--- src/logic/ecc_params.svh ---
`ifndef ECC_PARAMS_SVH
`define ECC_PARAMS_SVH

// ####################
// Code geometry
// ####################

// Number of protected data bits.
`define ECC_DATA_WIDTH 111

// Seven Hamming bits plus one overall parity bit.
`define ECC_PARITY_WIDTH 8

// Width of a Hamming position. 2**7 covers positions up to 127.
`define ECC_POS_WIDTH 7

// Lowest position that is not a power of two.
`define ECC_FIRST_POS 3

`endif

--- src/logic/ecc_pkg.sv ---
`default_nettype none

`include "ecc_params.svh"

package ecc_pkg;

    // ####################
    // Types
    // ####################

    typedef logic [`ECC_DATA_WIDTH-1:0] ecc_data_t;
    typedef logic [`ECC_PARITY_WIDTH-1:0] ecc_parity_t; // Check word or syndrome.

    typedef enum logic [1:0] {
        ecc_clean,
        ecc_data_fixed,
        ecc_parity_fixed,
        ecc_uncorrectable
    } ecc_status_e;

    typedef enum logic [1:0] {
        link_idle,
        link_eval,
        link_ack
    } link_state_e;

    // ####################
    // Column rule
    // ####################

    // Data bit idx sits at the idx-th position that is not a power of two,
    // counting from ECC_FIRST_POS. The top bit makes every column odd weight.
    function automatic ecc_parity_t data_column(input int unsigned idx);
        logic [`ECC_POS_WIDTH-1:0] pos;
        int unsigned count;
        int unsigned p;
        pos = '0;
        count = 0;
        for (p = `ECC_FIRST_POS; p < (1 << `ECC_POS_WIDTH); p++) begin
            if ((p & (p - 1)) != 0) begin
                if (count == idx) begin
                    pos = `ECC_POS_WIDTH'(p);
                end
                count++;
            end
        end
        return {~^pos, pos}; // Set when pos has an even number of ones.
    endfunction

endpackage

`default_nettype wire

--- src/logic/ecc_syndrome_decoder.sv ---
`default_nettype none

`include "ecc_params.svh"

module ecc_syndrome_decoder
    import ecc_pkg::*;
(
    input  ecc_data_t   data,
    input  ecc_parity_t parity_in,
    input  ecc_parity_t calc_parity,
    output ecc_data_t   mask,
    output ecc_status_e status
);

    ecc_parity_t syndrome;
    logic        syn_zero;
    logic        syn_one_hot;
    logic        col_hit;

    assign syndrome = parity_in ^ calc_parity;

    // ####################
    // Column match
    // ####################

    // Columns are distinct, so at most one mask bit can be set.
    genvar k;
    generate
        for (k = 0; k < `ECC_DATA_WIDTH; k++) begin : g_col
            assign mask[k] = (syndrome == data_column(k));
        end
    endgenerate

    assign col_hit = |mask;

    // ####################
    // Classification
    // ####################

    assign syn_zero    = (syndrome == '0);
    assign syn_one_hot = !syn_zero && ((syndrome & (syndrome - 1'b1)) == '0);

    // A data column has odd weight of at least three, so a one-hot
    // syndrome always points at a check bit.
    always_comb begin
        if (syn_zero) begin
            status = ecc_clean;
        end else if (col_hit) begin
            status = ecc_data_fixed;
        end else if (syn_one_hot) begin
            status = ecc_parity_fixed;
        end else begin
            status = ecc_uncorrectable; // Even weight or an unused odd column.
        end
    end

endmodule

`default_nettype wire

--- config.mk ---
export PLATFORM = sky130hd
export DESIGN_NAME = ecc_syndrome_decoder
export DESIGN_NICKNAME = d
export VERILOG_FILES = /design/src/logic/ecc_pkg.sv /design/src/logic/ecc_syndrome_decoder.sv
export VERILOG_INCLUDE_DIRS = /design/src /design/src/logic
export SDC_FILE = /design/constraint.sdc
export NUM_CORES = 1
export LEC_CHECK = 0
export BUFFER_PORTS_ARGS = -buffer_cell sky130_fd_sc_hd__buf_2
export CELL_PAD_IN_SITES_DETAIL_PLACEMENT = 0
export CELL_PAD_IN_SITES_GLOBAL_PLACEMENT = 2
export CORE_MARGIN = 2
export CORE_UTILIZATION = 11
export DETAILED_ROUTE_END_ITERATION = 8
export PLACE_DENSITY_LB_ADDON = 0.05
export SYNTH_ARGS = -nofsm -noshare
export SYNTH_HDL_FRONTEND = slang
export SYNTH_SLANG_ARGS = --single-unit
--- constraint.sdc ---
create_clock -name vclk -period 5.68
set_clock_uncertainty 0.15 [all_clocks]
set_input_delay 1.136 -clock vclk [all_inputs]
set_output_delay 1.136 -clock vclk [all_outputs]
set_load 0.005 [all_outputs]
# After elaboration in Yosys (flattened, before gate mapping)
# Cells that the tools add are included.
# totals
out_inout_bits	113
latchBits	0
mem_bits_rw	0
wordCells	122
rom_bits	0
ff_bits	0
mem_count	0
# op_classes
eq_ne	111
mux	3
n_div	0
n_bitwise	2
shifts	0
n_lt_le_gt_ge	0
n_mul	0
addsub	1
reduce_logical	5
# ops
op	count
$eq 8x8->1 const B	58
$eq 8x7->1 const B	27
$eq 8x6->1 const B	15
$reduce_or 111->1	1
$eq 8x5->1 const B	7
$eq 8x4->1 const B	3
$logic_not 8->1	2
$and 8x8->8	1
$eq 8x3->1 const B	1
$sub 8x1->8 const B	1
$xor 8x8->8	1
$mux 2	2
$logic_and 1x1->1	1
$logic_not 1->1	1
$mux 1	1

# Longest topological paths before layout
# Gate-level depths: netlist (run 1).
# logic_depth
depth_word	8
depth_mapped	9
depth_no_buf	7

# Worst setup path after synthesis (run 1)
# Ideal clock, no wire load.
# synth_path
kind	input to output
from	input port calc_parity[0]
to	output port status[1]
arrival_ns	2.796
slack_ns	1.598
t_required_ns	4.394
path_stages	8
path_buffers	1
path_cell_list	xor2_1 -> buf_2 -> nand4_2 -> o22ai_1 -> or4_1 -> nor4_1 -> nand4_1 -> nor3_2
# synth_between
elab_chain_len	5
elab_cells_between_ends	116
cone_classes	eq/ne (111); mux (2); bitwise (1); reduce/logical (2)
# synth_rtl
item	line	rtl
start, declared	ecc_syndrome_decoder.sv:10	input ecc_parity_t calc_parity,
$xor 8x8->8 *	ecc_syndrome_decoder.sv:20	assign syndrome = parity_in ^ calc_parity;
$eq 8x8->1, or another cell as far along	ecc_syndrome_decoder.sv:30	assign mask[k] = (syndrome == data_column(k));
$reduce_or 111->1	ecc_syndrome_decoder.sv:34	assign col_hit = |mask;
$mux 2	ecc_syndrome_decoder.sv:48	end else if (col_hit) begin
$mux 2 *	ecc_syndrome_decoder.sv:46	if (syn_zero) begin
end, declared	ecc_syndrome_decoder.sv:12	output ecc_status_e status
# Mark *: on every way between the ends. The rest lies on a longest branch, timed or not.

# Worst setup path after layout (run 1)
# layout_path
from	input port calc_parity[6]
to	output port status[1]
# The elaborated chain is that of the path after synthesis.

==> results of run 1 <==
## layout by cell type, fill, tap and decap left out
| cell | netlist | layout |
|---|---|---|
| a41o_1 | 2 | 2 |
| o21ai_0 | 1 | 1 |
| or4_4 | 1 | 1 |
| a41oi_1 | 2 | 2 |
| a21oi_2 | 1 | 1 |
| buf_4 | 0 | 26 |
| o2111ai_1 | 2 | 2 |
| maj3_1 | 1 | 1 |
| a22oi_1 | 3 | 3 |
| xnor2_2 | 1 | 1 |
| a32oi_1 | 1 | 1 |
| o211ai_1 | 1 | 1 |
| nand4_1 | 28 | 28 |
| nor2_1 | 118 | 118 |
| o22ai_1 | 6 | 6 |
| a211o_1 | 1 | 1 |
| nor4_2 | 1 | 1 |
| buf_2 | 8 | 129 |
| a21o_1 | 5 | 5 |
| nand4_4 | 1 | 1 |
| a21oi_1 | 12 | 12 |
| nand4_2 | 5 | 5 |
| a31o_2 | 1 | 1 |
| nor3_2 | 1 | 1 |
| nand2_1 | 2 | 2 |
| nand3_1 | 5 | 5 |
| xnor2_1 | 11 | 11 |
| nor4b_1 | 1 | 1 |
| or4_1 | 1 | 1 |
| xor2_1 | 8 | 8 |
| or3_1 | 2 | 2 |
| a211oi_1 | 1 | 1 |
| nor4_1 | 6 | 6 |
| a31oi_1 | 4 | 4 |
## path summary, 6_finish.rpt
| path | from | endpoint | slack, ns |
|---|---|---|---|
| min | parity_in[0] | mask[73] | 2.71 |
| max | calc_parity[6] | status[1] | 0.77 |
## worst max-delay path: stages
cell and delay (ns):
buf_2 0.11, xnor2_1 0.65, nand4_1 0.58, buf_4 0.36, a21o_1 0.15, a22oi_1 0.21, nor2_1 0.07, o2111ai_1 0.15
nor3_2 0.06, buf_2 0.14
## kinds of logic (layout without fill, tap and decap cells)
kind of cell,after synthesis,after routing,share of synthesized area [%]
xor+xnor,20,20,12.7
buf+inv,28,155,8.50
simple gates,172,172,57.8
compound gates,43,43,20.3
fa+ha+maj,1,1,0.694
## area by class of cell
class                      instances  share of cell area [%]
tap                              172                    9.06
timing repair buffer             155                    35.4
multi-input combinational        236                    55.6
## routing by layer
layer	up-vias	global-route usage (%)
li1	1193	-
met1	1119	19.0
met2	88	22.2
met3	0	1.25
met4	0	0
met5	-	0
## power breakdown
| part | internal, W | switching, W | total [W] |
|---|---|---|---|
| clock | 0 | 0 | 0 |
| sequential | 0 | 0 | 0 |
| combinational | 0.0000515 | 0.000114 | 0.000166 |
| total | 0.0000515 | 0.000114 | 0.000166 |
## through the flow
| stage | hold slack [ns] | setup slack, ns | instance area (um2) | total power (W) |
|---|---|---|---|---|
| 6_report | 2.71 | 0.766 | 2380 | 0.000166 |
| 5_1_grt | 2.77 | 0.480 | 2380 | 0.000184 |
| 4_1_cts | 2.73 | 0.727 | 2380 | 0.000169 |
| 3_5_place_dp | 2.73 | 0.723 | 2380 | 0.000168 |
| 3_3_place_gp | 2.72 | 0.752 | 2380 | 0.000169 |
| 2_1_floorplan | 2.37 | 1.60 | 1440 | 0.000103 |
==> qor.yml, run 1 <==
tightest_slew_ns: 1.09
place.gp.congestion: 0.690
chipHeight_um: 119
post-synth-top-area-fraction_pct: 30.7
regArea_um2: 0
overflow: 0
die_x_um: 119
whs_path_depth: 5
wl_per_cell_um: 17.1
yosys.cell_count.top_type: "nor2_1"
maxSlewViolCount: 0
first_pass_iters: 4
fp.dieArea_um2: 14000
vias: 2400
rsz0062_at_grt: "false"
cp_data_arrival_time_ns: 3.63
fmax_ghz: 0.204
grt_antenna_before_repair: 0
wl_met3_um: 558
min_period_ns: 4.91
start_util_pct: 11.3
viasPerCell: 4.26
num_antenna_cells: 0
grt_pass1_wl_um: 14900
syn_nets: 391
synth.area.top_cells: "nor2_1 31%, nand4_1 12%, xnor2_1 6.7%"
drt_iter0_drc: 151
grtUsageTotal_pct: 13.1
period_share_pct: 86.5
setup_viol: 0
route.met2.wl_um: 4450
drt-total-wl_um: 9650
synthCells: 264
dp_cells: 563
grt_pass1_vias: 2408
multiInputGateArea_um2: 1320
vdd_drop_max_mv: 0.0438
area_growth_pct: 64.7
p_leak_nw: 1.11
postCtsResizedCells: 0
maxSlewHeadroom_pct: 26.7
nFillCells: 1546
final_cells: 563
outcome: "finished, final reports clean"
grt_max_degree: 16
fin_nets: 520
setup_tns_ns: 0
highest_layer: "met3"
cts_hold_buffers: 0
wl_met1_um: 4640
hpwlAfterDp_um: 7260
numPortBuffers: 129
finalHoldViolations: 0
drc: 0
seq_cell_count: 0
crit_fanout: 9
hp-class: "primary input to primary output"
end_kind: "primary output"
p_per_area_nw_per_um2: 69.7
netlist_area_um2: 1440
path_class: "primary input to primary output"
post-cts-setup-buffers: 0
final_core_util_pct: 18.7
floorplan.core_area_um2: 12700
startpoint_type: "primary input"
crit_required_ns: 4.39
syn_avg_cell_area_um2: 5.46
yosysSeqAreaShare_pct: 0
num_rows: 41
ys_types: 36
postRouteAntennaNets: 0
pin_count: 240
synth_common_cells: "118 x nor2_1, 28 x nand4_1, 18 x clkbuf_1"
drv_cap: 0
netlist.top_cell.by_area: "nor2_1"
drive_gt1_share_pct: 42.7
clkbuf_count: 0
yosysWarnings: 0
Power figures use the tool's default switching activity.
==> inputs of run 2 (changes only) <==
--- a/config.mk
+++ b/config.mk
@@ -7,9 +7,8 @@
 export NUM_CORES = 1
 export LEC_CHECK = 0
 export BUFFER_PORTS_ARGS = -buffer_cell sky130_fd_sc_hd__buf_2
-export CELL_PAD_IN_SITES_DETAIL_PLACEMENT = 0
+export CELL_PAD_IN_SITES_DETAIL_PLACEMENT = 1
 export CELL_PAD_IN_SITES_GLOBAL_PLACEMENT = 2
-export CORE_MARGIN = 2
 export CORE_UTILIZATION = 11
 export DETAILED_ROUTE_END_ITERATION = 8
 export PLACE_DENSITY_LB_ADDON = 0.05
==> run 2 against run 1 <==
  * Flip-flop and latch count unchanged
  * Critical path depth stayed put
  * Wire length fell by 0.50%
  * Die area down 3.3%
  * Power increased by 1.8%
  * Non-clock buffer count is 3 higher
  * Via count increased by 0.63%
  * Worst setup slack better by 0.12 ns
  * Final area is 0.95% higher
  * Combinational power about the same
  * Largest cell class unchanged
  * Largest power group unchanged
==> qor.yml, run 2 (synthesis results as in run 1) <==
first_pass_iters: 4
finalHoldViolations: 0
num_antenna_cells: 0
setup_slack_ns: 0.890
grt_pass1_wl_um: 14100
p_leak_nw: 1.12
fp.dieArea_um2: 13600
drive_gt1_share_pct: 43.1
vdd_drop_max_mv: 0.0345
drv_cap: 0
post-cts-setup-buffers: 0
drc: 0
area_growth_pct: 66.3
grt_antenna_before_repair: 0
numPortBuffers: 129
critical_path.cell_chain: "buf_2 > xor2_1 > nand4_1 > buf_4 > o22ai_1 > or4_1 > nor4_1 > nand4_1 > nor3_2 > buf_2"
swShare_pct: 67.8
power_switching_w: 0.000114
drt_iter0_drc: 50
fmax_ghz: 0.209
fin_nets: 523
mostFrequentLayoutCell: "buf_2"
outcome: "finished, final reports clean"
seq_cell_count: 0
cts_hold_buffers: 0
drt-total-wl_um: 9600
postCtsResizedCells: 0
whs_path_depth: 5
path_class: "primary input to primary output"
maxSlewViolCount: 0
regArea_um2: 0
min_period_ns: 4.79
pin_count: 240
startpoint_type: "primary input"
place.gp.congestion: 0.673
setup_tns_ns: 0
floorplan.core_area_um2: 12700
die_x_um: 117
overflow: 0
seqPwrFrac_pct: 0
crit_required_ns: 4.39
wl_per_cell_um: 17.0
hp-class: "primary input to primary output"
grtUsageTotal_pct: 13.5
p_per_area_nw_per_um2: 70.3
num_rows: 41
power.share.combinational_pct: 100.0
nFillCells: 1660
final_cell_mix: "129 x buf_2, 118 x nor2_1, 29 x buf_4, 28 x nand4_1, 12 x a21oi_1"
start_util_pct: 11.3
clkbuf_count: 0
internal_power_w: 0.0000543
pre_cts_slack_ns: 0.837
grt_pass1_vias: 2279
maxSlewHeadroom_pct: 23.0
cp_data_arrival_time_ns: 3.50
rsz0062_at_grt: "false"
end_kind: "primary output"
tightest_slew_ns: 1.15
crit_fanout: 9
pwr-share-clk_pct: 0
cpPeakStageDelay_ns: 0.55
slowest_stage: "or4_1"
postRouteAntennaNets: 0
vias: 2415
viasPerCell: 4.27
period_share_pct: 84.3
grt_max_degree: 16
chipHeight_um: 117
hpwlAfterDp_um: 7360
setup_viol: 0
## run 2: path summary, 6_finish.rpt
| path | startpoint | end | slack [ns] |
|---|---|---|---|
| setup / recovery | calc_parity[2] | status[1] | 0.89 |
| hold / removal | parity_in[1] | mask[60] | 2.73 |
## run 2: power by group through the flow
stage | clock network (W) | registers [W] | logic [W]
4_1_cts | 0 | 0 | 0.000172
3_5_place_dp | 0 | 0 | 0.000172
5_1_grt | 0 | 0 | 0.000187
2_1_floorplan | 0 | 0 | 0.000103
6_report | 0 | 0 | 0.000169
3_3_place_gp | 0 | 0 | 0.000172
## run 2: area by class of cell
cell class,count,area [um2],area share [%]
repair buffers,158,863,36.0
well taps,172,215,8.97
multi-input cells,236,1320,55.0
## run 2: per-stage QoR
| step | cells | hold slack (ns) | util, % | instance area (um2) | total power [W] |
|---|---|---|---|---|---|
| after floorplan | 264 | 2.37 | - | 1440 | 0.000103 |
| after global placement | 566 | 2.73 | 18.9 | 2400 | 0.000172 |
| after detailed placement | 566 | 2.74 | 18.9 | 2400 | 0.000172 |
| after CTS | 566 | 2.74 | 18.9 | 2400 | 0.000172 |
| after global routing | 566 | 2.82 | 18.9 | 2400 | 0.000187 |
| final | 566 | 2.73 | 18.9 | 2400 | 0.000169 |
## run 2: routing by layer
| layer | wire [um] | part of all wire (%) | up-vias | track usage (%) |
|---|---|---|---|---|
| li1 | - | - | 1203 | - |
| met1 | 4850 | 50 | 1114 | 20.0 |
| met2 | 4230 | 44 | 94 | 22.3 |
| met3 | 475 | 4.9 | 4 | 0.727 |
| met4 | 49 | 0.51 | 0 | 0.684 |
| met5 | 0 | 0 | - | 0 |
## run 2: critical path: cells and delay by family
family	cells	cell delay [ns]
and+or+nand+nor	5	1.50
xor gates and xnor gates	1	0.28
AOI/OAI and AO/OA	1	0.09
buffers and inverters	3	0.48
