### src/logic/ecc_params.svh
`ifndef ECC_PARAMS_SVH
`define ECC_PARAMS_SVH

// ####################
// Code geometry
// ####################

// Number of protected data bits.
`define ECC_DATA_WIDTH 111

// Seven Hamming bits plus one overall parity bit.
`define ECC_PARITY_WIDTH 8

// Width of a Hamming position. 2**7 covers positions up to 127.
`define ECC_POS_WIDTH 7

// Lowest position that is not a power of two.
`define ECC_FIRST_POS 3

`endif

### src/logic/ecc_pkg.sv
`default_nettype none

`include "ecc_params.svh"

package ecc_pkg;

    // ####################
    // Types
    // ####################

    typedef logic [`ECC_DATA_WIDTH-1:0] ecc_data_t;
    typedef logic [`ECC_PARITY_WIDTH-1:0] ecc_parity_t; // Check word or syndrome.

    typedef enum logic [1:0] {
        ecc_clean,
        ecc_data_fixed,
        ecc_parity_fixed,
        ecc_uncorrectable
    } ecc_status_e;

    typedef enum logic [1:0] {
        link_idle,
        link_eval,
        link_ack
    } link_state_e;

    // ####################
    // Column rule
    // ####################

    // Data bit idx sits at the idx-th position that is not a power of two,
    // counting from ECC_FIRST_POS. The top bit makes every column odd weight.
    function automatic ecc_parity_t data_column(input int unsigned idx);
        logic [`ECC_POS_WIDTH-1:0] pos;
        int unsigned count;
        int unsigned p;
        pos = '0;
        count = 0;
        for (p = `ECC_FIRST_POS; p < (1 << `ECC_POS_WIDTH); p++) begin
            if ((p & (p - 1)) != 0) begin
                if (count == idx) begin
                    pos = `ECC_POS_WIDTH'(p);
                end
                count++;
            end
        end
        return {~^pos, pos}; // Set when pos has an even number of ones.
    endfunction

endpackage

`default_nettype wire

### src/logic/ecc_check_link.sv
`default_nettype none

`include "ecc_params.svh"

module ecc_check_link
    import ecc_pkg::*;
(
    input  logic        clk,
    input  logic        rst_n,
    input  logic        req,
    output logic        ack,
    input  ecc_data_t   data_in,
    input  ecc_parity_t parity_in,
    input  logic        bypass,
    output ecc_data_t   cap_data,
    output ecc_parity_t cap_parity,
    input  ecc_parity_t calc_parity,
    input  ecc_data_t   mask,
    input  ecc_status_e status,
    output ecc_data_t   data_out,
    output ecc_parity_t parity_out,
    output logic        sbit_err,
    output logic        dbit_err
);

    link_state_e state;
    logic        cap_bypass;
    logic        single_err;
    logic        double_err;

    // ####################
    // Handshake FSM
    // ####################

    always_ff @(posedge clk) begin
        if (!rst_n) begin
            state    <= link_idle;
            ack      <= 1'b0;
            sbit_err <= 1'b0;
            dbit_err <= 1'b0;
        end else begin
            case (state)
                link_idle: begin
                    if (req) begin
                        state <= link_eval; // Word is captured on this edge.
                    end
                end
                link_eval: begin
                    state    <= link_ack;
                    ack      <= 1'b1;
                    sbit_err <= single_err;
                    dbit_err <= double_err;
                end
                link_ack: begin
                    // Hold everything until the host lets go of req.
                    if (!req) begin
                        state <= link_idle;
                        ack   <= 1'b0;
                    end
                end
                default: begin
                    state <= link_idle;
                    ack   <= 1'b0;
                end
            endcase
        end
    end

    // ####################
    // Capture and results
    // ####################

    always_ff @(posedge clk) begin
        if (state == link_idle && req) begin
            cap_data   <= data_in;
            cap_parity <= parity_in;
            cap_bypass <= bypass;
        end
    end

    assign single_err = !cap_bypass &&
                        (status == ecc_data_fixed || status == ecc_parity_fixed);
    assign double_err = !cap_bypass && (status == ecc_uncorrectable);

    always_ff @(posedge clk) begin
        if (state == link_eval) begin
            data_out   <= cap_bypass ? cap_data : (cap_data ^ mask);
            parity_out <= calc_parity; // Always the clean encoding of the data.
        end
    end

endmodule

`default_nettype wire

### config.mk
export PLATFORM = sky130hd
export DESIGN_NAME = ecc_check_link
export DESIGN_NICKNAME = d
export VERILOG_FILES = /design/src/logic/ecc_pkg.sv /design/src/logic/ecc_check_link.sv
export VERILOG_INCLUDE_DIRS = /design/src /design/src/logic
export SDC_FILE = /design/constraint.sdc
export NUM_CORES = 1
export LEC_CHECK = 0
export BUFFER_PORTS_ARGS = -buffer_cell sky130_fd_sc_hd__buf_2
export CAP_MARGIN = 10
export CORE_AREA = 8 8 183 185
export DETAILED_ROUTE_END_ITERATION = 12
export DIE_AREA = 0 0 191 193
export SETUP_SLACK_MARGIN = 0.2
export SYNTH_ARGS = -nofsm -noshare
export SYNTH_HDL_FRONTEND = slang
export SYNTH_SLANG_ARGS = --single-unit
### constraint.sdc
create_clock -name clk -period 6.42 [get_ports clk]
set_input_delay 0.642 -clock clk [delete_from_list [all_inputs] [get_ports clk]]
set_output_delay 0.642 -clock clk [all_outputs]
set_load 0.02 [all_outputs]
* Word-level counts from Yosys, hierarchy flattened
Cells that the tools add are included.
** Storage, ports and cells
- Register bits :: 244
- Latch bits :: 0
- Memory bits (writable) :: 0
- Bits in read-only memories :: 0
- Input port bits :: 244
- Output and inout bits :: 241
- Word-level logic and storage cells :: 32
- Memories kept :: 0
** Operators by class
- Add/subtract/negate cells :: 0
- Multipliers :: 0
- Divide/modulo/power cells :: 0
- $lt $le $gt $ge :: 0
- Equal/unequal tests :: 7
- Shift-type cells :: 0
- Muxes and demuxes :: 6
- Bitwise gates (word level) :: 2
- Reduce and logical (&&, ||, !) cells :: 8
** Operators by type and width (number)
- 111-bit two-way mux :: 1
- 111-bit XOR :: 1
- 2-bit equality test, second input constant :: 3
- 2-bit case mux with 3 select lines :: 1
- 2-bit by 1-bit equality test with 1-bit output, second input constant :: 2
- 2-bit two-way mux :: 2
- 2-bit != test, second input constant :: 2
- 2-bit AND reduction :: 2
- 1-bit logical AND :: 3
- 1-bit case mux with 3 select lines :: 1
- 2-bit zero test :: 1
- 1-bit zero test :: 1
- 1-bit logical OR :: 1
- 1-bit two-way mux :: 1
- 1-bit inverter :: 1

* Depth between registers and ports, before layout
Gate-level depths: netlist (run 1).
- Word-level depth :: 3
- Depth in mapped cells :: 4
- Gate-level depth less buffers :: 4

* Worst setup path after synthesis (run 1)
OpenSTA, ideal clock, no wires.
- Path type :: input to register
- Start point :: in req
- End point :: reg cap_bypass, enable pin
- Setup time :: 0.601 ns
- Data arrival time :: 5.728 ns
- Data required time :: 5.819 ns
- Path slack :: 0.091 ns
- Stages on the path :: 2
- Buffers on the path :: 0
- Cells stage by stage :: nand2b_1 > nor2_1
** On the way
- Cells in the longest elaborated chain, start to end :: 1
** RTL lines
- start: declaration :: line ecc_check_link.sv:10 : input logic req,
- 1-bit logical AND :: line ecc_check_link.sv:74 : if (state == link_idle && req) begin
- end signal: assignment :: line ecc_check_link.sv:77 : cap_bypass <= bypass;
- end: declaration :: line ecc_check_link.sv:27 : logic cap_bypass;
No other way between the ends.
A chain may end at the register's enable or synchronous reset.

* Final worst setup path (run 1)
- Start point :: reg state[1]
- End point :: reg data_out[2], enable pin
** On the way
- Cells in the longest elaborated chain, start to end :: 1
** RTL lines
- start: declaration :: line ecc_check_link.sv:26 : link_state_e state;
- start signal: assignment :: line ecc_check_link.sv:37 : state <= link_idle;
- start signal: assignment :: line ecc_check_link.sv:45 : state <= link_eval;
- start signal: assignment :: line ecc_check_link.sv:49 : state <= link_ack;
- 2-bit by 1-bit equality test with 1-bit output :: line ecc_check_link.sv:86 : if (state == link_eval) begin
- end signal: assignment :: line ecc_check_link.sv:87 : data_out <= cap_bypass ? cap_data : (cap_data ^ mask);
- end: declaration :: line ecc_check_link.sv:20 : output ecc_data_t data_out,
No other way between the ends.

==> results.toml, run 1 <==
[run_status]
status = "complete, no violations"

[sta]
maxSlewViolCount = 0
skew_ns = 0.00820
hold_viol = 0
setup_tns_ns = 0
whs_ns = 0.291
min_period_over_period_pct = 38.3
maxSlewHeadroom_pct = 33.8
finalCriticalPeriod_ns = 2.46
worst_slew_pin_slew_ns = 0.992
setup_viol = 0
rsz0062_at_grt = "no"
clock.fmax_ghz = 0.406

[detailed_routing]
wirelength_um = 27400
vias = 5857
routedWlPerCell_um = 19.3
via_per_inst = 4.12
drc = 0
final_antenna_net_count = 0
first_pass_iters = 4
drtIter0Drc = 229

[clocking]
cts.clk_slew.worst_paths_ns = 0.06
postCtsSetupBuffers = 0
holdBufCountCts = 0
cts.sinks = 244
clock_path_buffers = 3
insertion_delay_ns = 0.52
cts_resized = 0
cts_tree = "built"
cts_made_buffers = 27
clockRootBuffer = "clkbuf_16"
htreeDepth = 1

[placed_design]
hpwl_um = 21000
dp.cells = 1373
placed_cell_area_sq_um = 12000
numPortBuffers = 484
gp_congestion = 0.764

[setup_path]
required_ns = 6.56
slowest_delay_ns = 0.77
cp_num_buf_inv = 2
critPathMaxFanout = 62
path_delay_family = "buffers and inverters"
reg2reg_slack_ns = 3.96
cp_slowest_cell = "buf_4"
critPathCaptureType = "flip-flop"
critPathKind = "flip-flop to flip-flop"
critPathArrivalTime_ns = 2.61
cp-start-kind = "flip-flop"
crit_chain = "nand2b_1 -> inv_4 -> buf_4"

[floorplanning]
die_h_um = 193
num_io_pins = 485
die_area_sq_um = 36900
initial_core_util_pct = 29.7
core_sq_um = 30800
rows = 65
fp.dieW_um = 191

[final_layout]
utilization_pct = 41.5
drive_gt1_share_pct = 51.1
instances_no_fill = 1422
area_growth_pct = 39.9
multi_input_area_sq_um = 1770
nets = 1245
fillers = 2937
finalInstanceArea_sq_um = 12800
seq_area_sq_um = 7280

[grt]
antenna_found_initial = 3
grt_pass1_vias = 6353
grt_max_degree = 110
grt_pass1_wl_um = 38500
track_usage_pct = 13.6
grt_overflow = 0

[logic_synthesis]
syn_nets = 740
synth-main-ff-cell = "edfxtp_1"
synth_top_area_share_pct = 78.5
async_reset_ff_share_pct = 0
ys_warn_count = 0
synth_cell_types = 16
netlist_area_sq_um = 9150
avgSynthCellArea_sq_um = 18.5
synth-edff-count = 239
yosysSeqAreaShare_pct = 79.6
syn_inst = 495
synth_common_cells = "edfxtp_1 (239), nand2b_1 (113), xnor2_1 (111)"
synth-seq-cells = 244
synth_area_leader_cell = "edfxtp_1"
synth_area_leaders = "edfxtp_1 (78%), xnor2_1 (11%), nand2b_1 (7.7%), dfxtp_1 (1.1%), buf_6 (0.86%)"
yosys.cell_count.top_type = "edfxtp_1"

[flow_run]
cap_violations = 0

[power_and_ir_drop]
power_density_nw_per_um2 = 296
peakVddDrop_mv = 0.216
power.leakage_uw = 0.00516

[worst_hold_path]
hold_path_class = "primary input to flip-flop"
-- worst register-to-register path: cells and delay by family (launching register included) --
family	cells	cell delay, ns
DFF	1	0.34
buffers and inverters	2	1.42
and+or+nand+nor	1	0.24
-- kinds of logic (layout without fill, tap and decap cells) --
logic type,after synthesis,in the layout,synth area share [%]
DFF,244,244,79.6
and+or+nand+nor,120,120,8.15
xor gates and xnor gates,111,111,10.6
buffers and inverters,14,538,1.19
AOI/OAI and AO/OA,5,5,0.328
adders and majority gates,1,1,0.137
other,0,1,0
-- metrics by stage --
| step | setup WS, ns | power, uW |
|---|---|---|
| finish | 3.96 | 3790 |
| global route | 3.73 | 3930 |
| CTS | 3.94 | 3850 |
| detailed placement | 3.94 | 2430 |
| global placement | 3.98 | 2420 |
| floorplan | 2.12 | 2220 |
-- sequential cells by signal, summed over array words and instances, names as in the netlist --
name,count
data_out,111
cap_bypass,1
cap_data,111
ack,1
sbit_err,1
parity_out,8
cap_parity,8
dbit_err,1
state,2
-- report_power, final --
group / switching, uW / internal [uW] / total [uW]
Clock: 603 / 802 / 1400
Combinational: 275 / 182 / 457
Sequential: 45.3 / 1880 / 1930
-- layer usage --
layer,up-vias,routed length (um),GRT usage (%)
met5,-,31,0
met2,274,13900,24.2
met1,2788,10300,15.3
met3,35,2780,5.20
met4,4,342,2.95
li1,2756,-,-
-- cell usage in the layout (no fill, tap or decap), drive strengths merged, types with 5 or more instances in the layout --
cell type    n
buf        488
clkbuf      32
clkinv      14
dfxtp        5
edfxtp     239
nand2b     113
xnor2      111
-- cell type report --
class	count	share of cell area, %
tap	402	3.93
clock buffer	32	5.43
antenna	1	0.0196
timing repair buffer	488	19.2
multi-input combinational	237	13.8
sequential	244	56.9
clock inverter	16	0.723
inverter	2	0.0782
-- worst paths after layout --
kind / startpoint / endpoint / depth (start not counted)
worst max-delay path: state[1] / data_out[2] / 3
worst min-delay path: data_in[110] / cap_data[110] / 1
worst min register to register: dbit_err / dbit_err / 2
worst max register to register: state[1] / data_out[2] / 3
Note: power is estimated with default switching activity, not from simulation.
==> inputs of run 2 (changes only) <==
--- a/config.mk
+++ b/config.mk
@@ -6,11 +6,12 @@
 export SDC_FILE = /design/constraint.sdc
 export NUM_CORES = 1
 export LEC_CHECK = 0
+export ABC_AREA = 1
 export BUFFER_PORTS_ARGS = -buffer_cell sky130_fd_sc_hd__buf_2
 export CAP_MARGIN = 10
-export CORE_AREA = 8 8 183 185
+export CORE_AREA = 8 8 181 183
 export DETAILED_ROUTE_END_ITERATION = 12
-export DIE_AREA = 0 0 191 193
+export DIE_AREA = 0 0 189 191
 export SETUP_SLACK_MARGIN = 0.2
 export SYNTH_ARGS = -nofsm -noshare
 export SYNTH_HDL_FRONTEND = slang
==> constraint.sdc (replaced) <==
create_clock -name clk -period 2 [get_ports clk]
set_input_delay 0.2 -clock clk [delete_from_list [all_inputs] [get_ports clk]]
set_output_delay 0.2 -clock clk [all_outputs]
set_load 0.02 [all_outputs]
==> run 2 against run 1 <==
  * Utilization grew 8.4 points
  * Non-clock buffer count rose by 159
  * Final area grew 17%
  * Clock power rose to 3.2 times the previous value
  * Die area down 2.1%
  * Hold slack lost 0.26 ns
  * Count of clock-buffer cells in the layout up 2
  * Final cell count rose by 27%
  * Clock skew rose by 0.0012 ns
  * Critical path type unchanged
==> results.toml, run 2 <==
[clocking]
insertion_delay_ns = 0.53
clock_path_buffers = 3
postCtsSetupBuffers = 0
cts.sinks = 244
holdBufCountCts = 152
clockRootBuffer = "clkbuf_16"
cts_made_buffers = 27
cts_resized = 0
htreeDepth = 1
cts.clk_slew.worst_paths_ns = 0.06
cts_tree = "built"

[setup_path]
cp-startpoint = "cap_bypass"
cp_slowest_cell = "edfxtp_1"
required_ns = 2.29
critPathKind = "flip-flop to flip-flop"
worst-path-stages = 5
crit_chain = "inv_6 -> buf_12 -> nand3_1 -> nand2_1 -> inv_1"
r2r-end = "data_out[88]"
slowest_delay_ns = 0.43
critPathCapture = "data_out[88]"
reg2reg_slack_ns = 0.45
critPathCaptureType = "flip-flop"
path_delay_family = "buffers and inverters"
cp_num_buf_inv = 3
reg2reg_depth = 5
critPathMaxFanout = 61
reg2reg_from = "cap_bypass"
critPathArrivalTime_ns = 1.84
cp-start-kind = "flip-flop"

[floorplanning]
num_io_pins = 485
initial_core_util_pct = 32.5
core_sq_um = 30000
die_h_um = 191
rows = 64
die_area_sq_um = 36100
fp.dieW_um = 189

[logic_synthesis]
synth-edff-count = 239
yosys.cell_count.top_type = "edfxtp_1"
netlist_area_sq_um = 9760
synth_cell_types = 14
syn_inst = 737
synth_top_area_share_pct = 73.5
synth_area_leader_cell = "edfxtp_1"
ys_warn_count = 0
synth_area_leaders = "edfxtp_1 (74%), a21o_1 (8.5%), nand3_1 (5.7%), nand2_1 (4.6%), inv_1 (4.4%)"
synth_common_cells = "edfxtp_1 (239), nand2_1 (120), inv_1 (114)"
synth-main-ff-cell = "edfxtp_1"
async_reset_ff_share_pct = 0
yosysSeqAreaShare_pct = 74.6
synth-seq-cells = 244
syn_nets = 982
avgSynthCellArea_sq_um = 13.2

[detailed_routing]
final_antenna_net_count = 0
first_pass_iters = 5
via_per_inst = 4.38
vias = 7909
drc = 0
drtIter0Drc = 377
wirelength_um = 32200
routedWlPerCell_um = 17.8

[placed_design]
placed_cell_area_sq_um = 12700
dp_slack_ns = 0.471
hpwl_um = 23900
gp_congestion = 0.812
numPortBuffers = 484
dp.cells = 1604

[final_layout]
drive_gt1_share_pct = 38.1
fillers = 2670
final_cell_mix = "buf_2 (484), edfxtp_1 (239), dlygate4sd3_1 (152)"
instances_no_fill = 1805
area_growth_pct = 53.7
utilization_pct = 50.0
top_regs = "cap_data x111, data_out x111"
nets = 1634
finalInstanceArea_sq_um = 15000
layout_commonest_cell = "buf_2"

[sta]
skew_ns = 0.00937
maxSlewHeadroom_pct = 73.3
setup_ws_ns = 0.449
worst_slew_pin_slew_ns = 0.401
min_period_over_period_pct = 77.5
hold_viol = 0
rsz0062_at_grt = "no"
setup_viol = 0
maxSlewViolCount = 0
finalCriticalPeriod_ns = 1.55
clock.fmax_ghz = 0.645

[flow_run]
cap_violations = 0

[grt]
track_usage_pct = 16.9
grtUsageMet1_pct = 18.5
antenna_found_initial = 2
grt_use_met2_pct = 31.4
grt_pass1_vias = 8339
grt.busiest_layer = "met2"
grt_overflow = 0
grt_pass1_wl_um = 48300
grt_util_met3_pct = 5.22
grt_max_degree = 67

[worst_hold_path]
worstHoldStart = "mask[74]"
hold_path_class = "primary input to flip-flop"

[power_and_ir_drop]
power_density_nw_per_um2 = 839
power.leakage_uw = 0.00714
peakVddDrop_mv = 0.592

[run_status]
status = "complete, no violations"
[run 2: worst min path at each step]
stage | to | slack, ns | cells past startpoint
after floorplan | cap_bypass | 0.30 | 0
after global placement | cap_data[0] | 0.38 | 1
after detailed placement | cap_data[7] | 0.38 | 1
after CTS | data_out[74] | 0.00004 | 4
after global routing | data_out[58] | 0.02 | 4
final | data_out[74] | 0.03 | 4
[run 2: logic make-up after synthesis]
| logic type | Yosys count | synth area share (%) |
|---|---|---|
| AND/OR/NAND/NOR | 241 | 10.7 |
| flip-flops | 244 | 74.6 |
| adder cells (fa/ha/maj) | 1 | 0.128 |
| buffers and inverters | 139 | 5.99 |
| AO/OA/AOI/OAI | 112 | 8.59 |
[run 2: metal layers]
layer  share of wire [%]  vias to the layer above
li1                    -                     3876
met1                  37                     3666
met2                  52                      323
met3                 9.0                       44
met4                 2.0                        0
met5                   0                        -
[run 2: per-stage QoR]
stage | hold slack [ns] | TNS, ns | power, uW
global route | 0.0180 | 0 | 13100
global placement | 0.376 | 0 | 7980
finish | 0.0309 | 0 | 12600
floorplan | 0.299 | -148.89 | 7240
CTS | 0.0000412 | 0 | 12800
detailed placement | 0.378 | 0 | 8020
[run 2: worst register-to-register path: stages (launching register included)]
cell and delay [ns]:
edfxtp_1 0.43, inv_6 0.28, buf_12 0.32, nand3_1 0.15, nand2_1 0.09, inv_1 0.04
[run 2: layout make-up]
| class | instances | area [sq um] | area share [%] |
|---|---|---|---|
| tap | 396 | 495 | 3.30 |
| antenna | 1 | 2.50 | 0.0167 |
| clock inverter | 14 | 68.8 | 0.459 |
| multi-input combinational | 354 | 1910 | 12.8 |
| sequential | 244 | 7280 | 48.5 |
| inverter | 115 | 437 | 2.91 |
| timing repair buffer | 647 | 4100 | 27.3 |
| clock buffer | 34 | 702 | 4.68 |
[run 2: power breakdown]
group          internal, uW  switching, uW
registers              6050            183
clock network          2470           1970
logic                   803           1110
==> inputs of run 3 (changes only) <==
--- a/config.mk
+++ b/config.mk
@@ -9,9 +9,9 @@
 export ABC_AREA = 1
 export BUFFER_PORTS_ARGS = -buffer_cell sky130_fd_sc_hd__buf_2
 export CAP_MARGIN = 10
-export CORE_AREA = 8 8 181 183
+export CORE_AREA = 8 8 183 185
 export DETAILED_ROUTE_END_ITERATION = 12
-export DIE_AREA = 0 0 189 191
+export DIE_AREA = 0 0 191 193
 export SETUP_SLACK_MARGIN = 0.2
 export SYNTH_ARGS = -nofsm -noshare
 export SYNTH_HDL_FRONTEND = slang
==> constraint.sdc (replaced) <==
create_clock -name clk -period 1.58 [get_ports clk]
set_input_delay 0.158 -clock clk [delete_from_list [all_inputs] [get_ports clk]]
set_output_delay 0.158 -clock clk [all_outputs]
set_load 0.02 [all_outputs]
==> run 3 against run 2 <==
  * Clock power increased by 28%
  * Die area increased by 2.1%
  * Global-route usage increased by 0.10 points
  * Combinational power increased by 53%
  * Highest routed layer is now met5
  * Routed wire length increased by 14%
  * Sequential share of layout area decreased by 4.4 points
  * Critical endpoint is now data_out[100]
  * Clock skew decreased by 0.0017 ns
  * Count of clock-buffer cells in the layout decreased by 2
  * Sequential cell count unchanged
==> results.toml, run 3 (synthesized netlist as in run 2, its figures left out) <==
[run_status]
status = "complete, no violations"

[setup_path]
critPathArrivalTime_ns = 1.69
cp_num_buf_inv = 4
path_delay_family = "buffers and inverters"
slowest_delay_ns = 0.44
cp_slowest_cell = "edfxtp_1"
crit_chain = "buf_4 -> clkinv_2 -> buf_4 -> a21o_1 -> nand2_1 -> inv_1"
critPathCapture = "data_out[100]"
critPathMostFrequentCell = "buf_4"
critPathCaptureType = "flip-flop"
critPathKind = "flip-flop to flip-flop"
r2r-end = "data_out[100]"
cp-start-kind = "flip-flop"
reg2reg_from = "cap_bypass"
critPathMaxFanout = 10
reg2reg_depth = 6
worst-path-stages = 6
cp-startpoint = "cap_bypass"
required_ns = 1.87
reg2reg_slack_ns = 0.18

[power_and_ir_drop]
power.total_uw = 16500
power_density_nw_per_um2 = 1000
peakVddDrop_mv = 0.820
power.leakage_uw = 0.00782

[sta]
worst_slew_pin_slew_ns = 0.331
setup_viol = 0
maxSlewViolCount = 0
maxSlewHeadroom_pct = 78.0
hold_viol = 0
min_period_over_period_pct = 88.6
skew_ns = 0.00765
setup_ws_ns = 0.180
rsz0062_at_grt = "yes"
clock.fmax_ghz = 0.714
finalCriticalPeriod_ns = 1.40

[detailed_routing]
drc = 0
final_antenna_net_count = 0
wirelength_um = 36600
drtIter0Drc = 457
via_per_inst = 4.48
vias = 8653
first_pass_iters = 5
routedWlPerCell_um = 18.9

[clocking]
cts_tree = "built"
insertion_delay_ns = 0.52
clockRootBuffer = "clkbuf_16"
cts.clk_slew.worst_paths_ns = 0.06
clock_path_buffers = 3
cts_made_buffers = 27
cts.sinks = 244
htreeDepth = 1

[placed_design]
placed_cell_area_sq_um = 12800
gp_congestion = 0.849
numPortBuffers = 484
hpwl_um = 24300
dp_slack_ns = 0.198
dp.cells = 1618

[final_layout]
drive_gt1_share_pct = 37.8
nets = 1754
top_regs = "cap_data x111, data_out x111"
utilization_pct = 53.5
final_cell_mix = "buf_2 (481), edfxtp_1 (239), dlygate4sd3_1 (229)"
instances_no_fill = 1931
finalInstanceArea_sq_um = 16500
area_growth_pct = 68.9
layout_commonest_cell = "buf_2"
fillers = 2561

[grt]
antenna_found_initial = 1
track_usage_pct = 17.0
grt_pass1_wl_um = 49200
grt_overflow = 0
grt_max_degree = 55
grt_pass1_vias = 8953

[floorplanning]
fp.dieW_um = 191
num_io_pins = 485
core_sq_um = 30800
rows = 65
initial_core_util_pct = 31.7
die_area_sq_um = 36900
die_h_um = 193

[worst_hold_path]
holdPathStages = 4
hold_path_class = "primary input to flip-flop"

[flow_run]
cap_violations = 0
-- run 3: cell count changes in the layout (fill, tap and decap cells not counted), sizes merged --
cell and delta:
clkinvlp -1, diode +1, bufinv +2, buf +30, dlygate4sd3 +77, clkbuf +7
clkinv +4
-- run 3: layout make-up --
cell class / count / area (sq um) / area share, %
sequential: 244 / 7280 / 44.2
timing repair buffer: 763 / 5500 / 33.4
multi-input combinational: 354 / 1910 / 11.6
clock buffer: 32 / 694 / 4.21
tap: 402 / 503 / 3.05
inverter: 115 / 458 / 2.78
clock inverter: 15 / 91.3 / 0.554
timing repair inverter: 4 / 38.8 / 0.235
antenna: 2 / 5.00 / 0.0304
-- run 3: power by group --
part	leakage [uW]	internal (uW)	total [uW]	switching, uW
combinational	0.00515	1350	2920	1570
clock	0.000384	3260	5700	2440
sequential	0.00228	7660	7890	227
total	0.00782	12300	16500	4240
-- run 3: timing repair --
action                                  CTS  global route
hold endpoints to repair                230             0
buffers inserted                          4            12
endpoints found under the setup margin   38           155
gates resized for setup                   3            22
hold buffers                            229             0
cloned                                    0            19
pin swaps                                 1             1
-- run 3: routing by layer --
| layer | vias up | global-route usage, % | part of all wire, % |
|---|---|---|---|
| li1 | 4135 | - | - |
| met1 | 4065 | 18.1 | 37 |
| met2 | 385 | 31.3 | 52 |
| met3 | 66 | 5.04 | 7.9 |
| met4 | 2 | 6.77 | 2.9 |
| met5 | - | 0 | 0.044 |
-- run 3: worst min-delay path by stage --
stage	from	slack [ns]	endpoint
2_1_floorplan	bypass	0.26	cap_bypass
3_3_place_gp	data_in[16]	0.33	cap_data[16]
3_5_place_dp	data_in[94]	0.34	cap_data[94]
4_1_cts	mask[53]	0.0001	data_out[53]
5_1_grt	mask[39]	0.02	data_out[39]
6_report	mask[36]	0.02	data_out[36]
-- run 3: per-stage QoR --
stage               hold WS (ns)  setup TNS, ns
floorplan                  0.257        -250.11
global placement           0.335              0
detailed placement         0.336              0
CTS                     0.000142              0
global route              0.0157              0
finish                    0.0224              0
-- run 3: worst register-to-register path, delay by kind of cell (launching register included) --
family | cells | cell delay [ns]
AO/OA/AOI/OAI | 1 | 0.17
flip-flops | 1 | 0.44
buffers and inverters | 4 | 0.50
AND/OR/NAND/NOR | 1 | 0.07
